**config.mk**
```make
export PLATFORM = sky130hd
export DESIGN_NAME = hdc_top
export DESIGN_NICKNAME = d
export VERILOG_FILES = /design/src/hdc_pkg.sv /design/src/hv_random_gen.sv /design/src/item_memory.sv /design/src/hdc_core.sv /design/src/hdc_top.sv
export VERILOG_INCLUDE_DIRS = /design/src
export SDC_FILE = /design/constraint.sdc
export NUM_CORES = 2
export LEC_CHECK = 0
export BUFFER_PORTS_ARGS = -buffer_cell sky130_fd_sc_hd__buf_2
export CORE_MARGIN = 1
export CORE_UTILIZATION = 31
export DETAILED_ROUTE_END_ITERATION = 12
export MAX_ROUTING_LAYER = met4
export PLACE_DENSITY = 0.53
export SYNTH_ARGS = -nofsm -noshare
export SYNTH_HDL_FRONTEND = slang
export SYNTH_SLANG_ARGS = --single-unit
```
**constraint.sdc**
```tcl
create_clock -name clk -period 9.3 [get_ports clk]
set_input_delay 0.93 -clock clk [delete_from_list [all_inputs] [get_ports clk]]
set_output_delay 0.93 -clock clk [all_outputs]
set_load 0.02 [all_outputs]
```
**src/hdc_defines.svh**
```systemverilog
`ifndef HDC_DEFINES_SVH
`define HDC_DEFINES_SVH

// hypervector width in bits, kept a multiple of 64
// so the generator can split it into whole lanes
`define HDC_DIM 64

// number of entries in the item table
`define HDC_ITEMS 64

// index width into the item table
`define HDC_ADDR_W 6

// xorshift seed of lane 0, lane k starts from seed xor k
`define HDC_SEED 64'h2545_f491_4f6c_dd1d

`endif

```
**src/hdc_pkg.sv**
```systemverilog
`default_nettype none

`include "hdc_defines.svh"

package hdc_pkg;

    // one hypervector
    typedef logic [`HDC_DIM-1:0] hv_t;

    // instruction word as it arrives from the host
    // opcode is one-hot in the upper half
    typedef struct packed {
        logic [15:0] opcode;
        logic [15:0] addr;
    } hdc_instr_t;

    // table read data, with the opcode riding along
    typedef struct packed {
        hv_t         vec;
        logic [15:0] opcode;
    } hdc_operand_t;

    // output bus of the engine
    typedef struct packed {
        hv_t  vec;
        logic store;
        logic last;
    } hdc_result_t;

    // opcode bit positions
    localparam int unsigned OP_LOAD      = 0;
    localparam int unsigned OP_PERM_LOAD = 1;
    localparam int unsigned OP_PERM_ACC  = 2;
    localparam int unsigned OP_XOR_LOAD  = 3;
    localparam int unsigned OP_XOR_COPY  = 4;
    localparam int unsigned OP_STORE     = 5;
    localparam int unsigned OP_COPY      = 6;
    localparam int unsigned OP_LAST      = 7;

endpackage

`default_nettype wire

```
**src/hv_random_gen.sv**
```systemverilog
`timescale 1ns/10ps
`default_nettype none

`include "hdc_defines.svh"

module hv_random_gen (
    input  logic        clk,
    input  logic        reset,
    input  logic        advance,
    output hdc_pkg::hv_t rand_vec
);

    // number of 64-bit lanes across one hypervector
    localparam int unsigned LANES = `HDC_DIM / 64;

    // one xorshift64 step
    // shifts 13 left, 7 right, 17 left, each folded back in
    function automatic logic [63:0] xorshift_step(input logic [63:0] x);
        logic [63:0] s;
        s = x;
        s = s ^ (s << 13);
        s = s ^ (s >> 7);
        s = s ^ (s << 17);
        return s;
    endfunction

    for (genvar k = 0; k < LANES; k++) begin : g_lane

        // lane state, never zero as long as the seed is not zero
        logic [63:0] state;

        always_ff @(posedge clk) begin
            if (reset) begin
                // every lane gets its own start point
                state <= `HDC_SEED ^ 64'(k);
            end else if (advance) begin
                // all lanes step together
                state <= xorshift_step(state);
            end
        end

        // lane 0 sits in the low bits
        assign rand_vec[k*64 +: 64] = state;

    end

endmodule

`default_nettype wire

```
**src/item_memory.sv**
```systemverilog
`timescale 1ns/10ps
`default_nettype none

`include "hdc_defines.svh"

module item_memory (
    input  logic                 clk,
    input  logic                 reset,
    input  logic                 gen,
    input  logic                 run,
    input  logic [15:0]          gen_addr,
    input  logic [15:0]          item_count,
    input  hdc_pkg::hv_t         rand_vec,
    output logic                 advance,
    input  logic                 instr_v,
    input  hdc_pkg::hdc_instr_t  instr,
    output logic                 operand_v,
    output hdc_pkg::hdc_operand_t operand
);

    import hdc_pkg::*;

    // item table holding one random hypervector per entry
    hv_t table_mem [`HDC_ITEMS];

    logic         wr_ok;
    logic         rd_in_range;
    hdc_operand_t operand_q;
    logic         operand_v_q;

    // writes only while the core is idle
    // the item_count address and entries past the table are skipped
    assign wr_ok = gen && !run && (gen_addr != item_count)
                   && (gen_addr < 16'(`HDC_ITEMS));

    // generator steps on the same edge that takes its value
    assign advance = wr_ok;

    // anything past the table reads as zero
    assign rd_in_range = instr.addr < 16'(`HDC_ITEMS);

    // write port
    always_ff @(posedge clk) begin
        if (wr_ok) begin
            table_mem[gen_addr[`HDC_ADDR_W-1:0]] <= rand_vec;
        end
    end

    // read port registers vector and opcode together
    always_ff @(posedge clk) begin
        if (instr_v) begin
            operand_q.vec    <= rd_in_range ? table_mem[instr.addr[`HDC_ADDR_W-1:0]] : '0;
            operand_q.opcode <= instr.opcode;
        end
    end

    // valid follows an instruction by one cycle while running
    always_ff @(posedge clk) begin
        if (reset || !run) begin
            operand_v_q <= 1'b0;
        end else begin
            operand_v_q <= instr_v;
        end
    end

    assign operand   = operand_q;
    assign operand_v = operand_v_q;

endmodule

`default_nettype wire

```
**src/hdc_core.sv**
```systemverilog
`timescale 1ns/10ps
`default_nettype none

module hdc_core (
    input  logic                  clk,
    input  logic                  reset,
    input  logic                  run,
    input  logic                  operand_v,
    input  hdc_pkg::hdc_operand_t operand,
    output hdc_pkg::hdc_result_t  result
);

    import hdc_pkg::*;

    // working accumulator
    hv_t acc;

    // saved copy of the accumulator
    hv_t copy;

    // registered output bus
    hdc_result_t result_q;

    // operand fields
    hv_t         vec;
    logic [15:0] op;

    assign vec = operand.vec;
    assign op  = operand.opcode;

    // rotate right by one bit
    // bit 0 wraps to the top
    function automatic hv_t rotr1(input hv_t v);
        return {v[0], v[$bits(hv_t)-1:1]};
    endfunction

    // one opcode per valid operand
    // lowest set bit wins, an empty opcode is a no-op
    always_ff @(posedge clk) begin
        if (reset || !run) begin
            // dropping run starts a fresh encoding
            acc      <= '0;
            copy     <= '0;
            result_q <= '0;
        end else begin
            // store and last are single-cycle pulses
            result_q <= '0;

            if (operand_v) begin
                if (op[OP_LOAD]) begin
                    // plain load of the item
                    acc <= vec;
                end else if (op[OP_PERM_LOAD]) begin
                    // load with one-step permute
                    acc <= rotr1(vec);
                end else if (op[OP_PERM_ACC]) begin
                    // permute what is already held
                    acc <= rotr1(acc);
                end else if (op[OP_XOR_LOAD]) begin
                    // bind item into acc
                    acc <= acc ^ vec;
                end else if (op[OP_XOR_COPY]) begin
                    // bind the saved vector into acc
                    acc <= acc ^ copy;
                end else if (op[OP_STORE]) begin
                    // acc goes out, acc itself is kept
                    result_q.vec   <= acc;
                    result_q.store <= 1'b1;
                end else if (op[OP_COPY]) begin
                    // snapshot acc for a later xor copy
                    copy <= acc;
                end else if (op[OP_LAST]) begin
                    // final store of an encoding
                    result_q.vec   <= acc;
                    result_q.store <= 1'b1;
                    result_q.last  <= 1'b1;
                end
            end
        end
    end

    // vec is already zero on every cycle without a store
    assign result = result_q;

endmodule

`default_nettype wire

```
**src/hdc_top.sv**
```systemverilog
`timescale 1ns/10ps
`default_nettype none

module hdc_top (
    input  logic                 clk,
    input  logic                 reset,
    input  logic                 gen,
    input  logic [15:0]          gen_addr,
    input  logic [15:0]          item_count,
    input  logic                 run,
    input  logic                 instr_v,
    input  hdc_pkg::hdc_instr_t  instr,
    output hdc_pkg::hdc_result_t result
);

    import hdc_pkg::*;

    // generator to table
    hv_t          rand_vec;
    logic         advance;

    // table to core
    logic         operand_v;
    hdc_operand_t operand;

    // random hypervector source
    hv_random_gen gen_i (
        .clk      (clk),
        .reset    (reset),
        .advance  (advance),
        .rand_vec (rand_vec)
    );

    // item table, filled while idle, read per instruction
    item_memory mem_i (
        .clk        (clk),
        .reset      (reset),
        .gen        (gen),
        .run        (run),
        .gen_addr   (gen_addr),
        .item_count (item_count),
        .rand_vec   (rand_vec),
        .advance    (advance),
        .instr_v    (instr_v),
        .instr      (instr),
        .operand_v  (operand_v),
        .operand    (operand)
    );

    // opcode execution
    // instr_v to result.store is two cycles
    hdc_core core_i (
        .clk       (clk),
        .reset     (reset),
        .run       (run),
        .operand_v (operand_v),
        .operand   (operand),
        .result    (result)
    );

endmodule

`default_nettype wire

```
==> results_tabular.tex <==
\begin{tabular}{lr}
\hline
Metric & Value \\
\hline
\multicolumn{2}{l}{\textbf{Power}} \\
\quad Internal power component & 0.0323 W \\
\quad PwrDens & 207 nW/um\^{}2 \\
\quad Leakage power figure & 61.4 nW \\
\quad Switching Power & 0.00863 W \\
\quad Combinational cell fraction of total power & approximately 3.1\% \\
\quad Max rail drop VDD & 0.192 mV \\
\quad Portion of total power attributed to the clock network & between 40 and 50\% \\
\quad Share of power burned in registers & 52.6\% \\
\quad Switching share of power & 21.1\% \\
\multicolumn{2}{l}{\textbf{Clocking}} \\
\quad Total of cells resized after clock tree synthesis & 0 \\
\quad Number of buffers inserted by hold repair at cts & 0 \\
\quad Clock net sink count & 4427 \\
\quad TritonCTS clock tree & yes \\
\quad Total clock buffers created by CTS & 451 \\
\quad Clock-pin slew reported for the worst setup and hold paths after clock tree synthesis & approximately 60 ps \\
\quad CTS H-tree lvls & 5 \\
\quad Root buffer cell & clkbuf\_16 \\
\quad \# Post-CTS Setup Buffers & 0 \\
\quad Clock insertion delay at the later pin of the skew report & around 1000 ps \\
\quad Clock Path Buffers & 4 \\
\multicolumn{2}{l}{\textbf{STA}} \\
\quad Pin slew with the least headroom to its limit & 1320 ps \\
\quad Worst slew margin & about 11\% \\
\quad Post-route clock skew & 74.9 ps \\
\quad \# setup viols final & 0 \\
\quad Unrepaired setup endpoints after global routing & false \\
\quad Max Clock Freq & 199 MHz \\
\quad Final cycle utilization of the critical path & 54.1\% \\
\quad Sum of negative setup slack & 0 ps \\
\quad Final worst path period need & $\sim$5000 ps \\
\quad Max Transition Viols Final & 0 \\
\quad Final Hold Vio Count & 0 \\
\multicolumn{2}{l}{\textbf{Synth}} \\
\quad Complex-gate fraction of the synthesized area & between 3 and 4\% \\
\quad Combinational family with the most area after synthesis & multiplexers \\
\quad Area share of xor/xnor cells in the synthesized design & roughly 1.3\% \\
\quad Synth Cell Area & about 170000 um\^{}2 \\
\quad Post-synthesis mux area share & 16.4\% \\
\quad Top area cells in the synthesized netlist & edfxtp\_1 (73\%), mux4\_2 (14\%), dfxtp\_1 (3.0\%), mux2i\_1 (2.2\%), a21oi\_1 (0.89\%) \\
\quad Warnings from Yosys & 0 \\
\quad Simple-Gate Fraction of Synth Area & 1.58\% \\
\quad Register bit total from synthesis & 4427 \\
\quad Area share of the largest cell type after synthesis & between 70\% and 80\% \\
\quad Area leader, netlist & edfxtp\_1 \\
\quad Number of unique standard cell types used by synthesis & between 60 and 70 \\
\quad Per-instance average area after synthesis & 21.0 um\^{}2 \\
\quad Register area share after synthesis & between 70\% and 80\% \\
\quad Number of enable flip-flop cells after synthesis & 4168 \\
\quad Most frequently used flop master after synthesis & edfxtp\_1 \\
\quad Synth Net Count & 8246 \\
\quad Arithmetic-cell share of the synthesized area counting full adders, half adders and majority gates & 0\% \\
\quad Number of standard cells after synthesis & approximately 8200 \\
\quad Fraction of registers with async set or reset after synthesis & 0\% \\
\multicolumn{2}{l}{\textbf{Floorplan}} \\
\quad Die area & 558000 um\^{}2 \\
\quad Total I/O pin count & 135 \\
\quad FP Rows & around 270 \\
\quad Starting Density & 31.1\% \\
\quad Core outline area & $\sim$550000 um\^{}2 \\
\quad Die outline height & approximately 750 um \\
\quad Overall die width & 747 um \\
\multicolumn{2}{l}{\textbf{Routing}} \\
\quad Pre-antenna DRT Iters & 6 \\
\quad Antenna viol nets, final & 0 \\
\quad DR DRC count & 0 \\
\quad Via count & 87500 \\
\quad Final wirelength & 515000 um \\
\quad Via density per instance & around 5.4 \\
\quad Drt initial violations & 12216 \\
\quad Routed wirelength normalized by instance count & 31.7 um \\
\multicolumn{2}{l}{\textbf{Global route}} \\
\quad Largest net degree at the start of global routing & 109 \\
\quad Global-route wire length before repair & 708000 um \\
\quad Total gr overflow & 0 \\
\quad Vias in the first global route & $\sim$87000 \\
\quad GRT Resource Usage Total & 18.5\% \\
\quad Number of antenna violations at the first check in global routing & 52 \\
\multicolumn{2}{l}{\textbf{Layout}} \\
\quad Final net count & 8627 \\
\quad Layout-stage area growth over the synthesis result & 14.7\% \\
\quad Number of filler instances in the final layout & 50660 \\
\quad Final core area utilization & 35.7\% \\
\quad Share of final-layout standard cells stronger than drive strength 1 & 26.4\% \\
\multicolumn{2}{l}{\textbf{Run}} \\
\quad Max-capacitance violation count & 0 \\
\multicolumn{2}{l}{\textbf{Worst setup path}} \\
\quad Type of the worst setup path & input port to flop \\
\quad Biggest fanout along the worst timing path & 26 \\
\quad Arrival time at the worst endpoint & approximately 5600 ps \\
\quad Kind of end point of the critical path & flop \\
\quad Category of the worst setup path launch point & input port \\
\quad Data required time of the critical path & 9870 ps \\
\multicolumn{2}{l}{\textbf{Placement}} \\
\quad Post-detailed-placement half-perimeter wirelength & 284000 um \\
\quad Weighted congestion at the end of routability-driven global placement & 0.799 \\
\quad Port-buffer cells & 126 \\
\multicolumn{2}{l}{\textbf{Worst hold path}} \\
\quad Hold Path Class & input port to flop \\
\multicolumn{2}{l}{\textbf{Status}} \\
\quad Status & finished, final reports clean \\
\hline
\end{tabular}
per-stage QoR:
step	power, W	hold slack [ps]	setup slack, ps	instances	instance area, um^2
after floorplan	0.0228	434	2550	8177	172000
after global placement	0.0232	467	3360	15392	183000
after detailed placement	0.0232	485	3220	15392	183000
after CTS	0.0412	44.9	4230	16228	197000
after global routing	0.0419	81.7	4110	16231	197000
final	0.0409	117	4270	16240	197000
cell usage in the layout (no fill, tap or decap), drive strengths merged, types with 8 or more instances in the layout:
cell type,n
bufinv,44
clkinvlp,15
clkinv,214
o221ai,17
xor2,123
a221oi,83
nor2,185
diode,12
edfxtp,4168
o21ai,203
a31oi,14
a22oi,121
mux2,37
nor4,9
o211ai,23
nor2b,31
dfxtp,259
and2,68
or4,54
inv,91
o31ai,50
a22o,20
nand3,43
mux4,1063
xnor2,132
a32oi,25
a2bb2oi,8
mux2i,379
a21oi,306
nor3,24
nand2,92
clkbuf,544
buf,430
power by group through the flow:
stage          sequential, W  combinational [W]  clock [W]
2_1_floorplan         0.0219           0.000866          0
3_3_place_gp          0.0219            0.00129          0
3_5_place_dp          0.0219            0.00130          0
4_1_cts               0.0215            0.00130     0.0184
5_1_grt               0.0215            0.00135     0.0191
6_report              0.0215            0.00128     0.0181
cells in the mapped netlist, types with 37 or more instances:
master	number
mux4_2	1063
a221oi_1	83
mux2i_1	379
edfxtp_1	4168
nand2_1	92
o31ai_1	50
or4_1	54
a21oi_1	306
nand3_1	43
mux2_2	37
inv_1	69
xor2_1	123
buf_4	85
clkbuf_1	202
xnor2_1	132
a22oi_1	121
dfxtp_1	259
nor2_1	185
buf_2	168
and2_1	68
o21ai_0	199
logic make-up (layout without fill, tap and decap cells):
logic type	Yosys count	count (layout)
other cells	0	12
flops	4427	4427
buf+inv	574	1338
xor+xnor	256	256
simple gates	540	540
mux	1479	1479
compound gates	901	901
final timing paths:
check	from	to	slack, ps	depth (start not counted)
setup / recovery	run	mem_i.table_mem[16][21]	4270	7
hold / removal	instr[20]	mem_i.operand[4]	120	1
setup reg to reg	mem_i.operand[0]	core_i.acc[50]	6190	7
hold reg to reg	core_i.copy[43]	core_i.copy[43]	500	2
metal layers:
metal  vias up  track usage [%]  routed length [um]
li1      34911                -                   -
met1     47796             25.5              215000
met2      4097             28.8              241000
met3       696             2.84               45100
met4         0             4.45               13300
met5         -                -                   0
worst max-delay path, cell delays in order:
cell and delay [ps]:
buf_2 230, nor4_1 590, and3_1 470, buf_4 370, nand4b_1 870, nor2_4 1280
buf_4 740
registers in the layout (all words and copies together) (netlist names):
register	flops
core_i.acc	64
core_i.copy	64
core_i.result	66
gen_i.rand_vec	64
mem_i.operand	72
mem_i.operand_v	1
mem_i.table_mem	4096
final cells by class:
type / instances / area, um^2 / area share, %
diodes: 12 / 30.0 / 0.0152
well taps: 7287 / 9120 / 4.62
repair buffers: 430 / 3330 / 1.69
flip-flops and latches: 4427 / 130000 / 66.1
clock buffers: 544 / 11800 / 5.99
inverters: 72 / 280 / 0.142
multi-input cells: 3176 / 39500 / 20.0
clock inverters: 292 / 2860 / 1.45
Power figures use the tool's default switching activity.
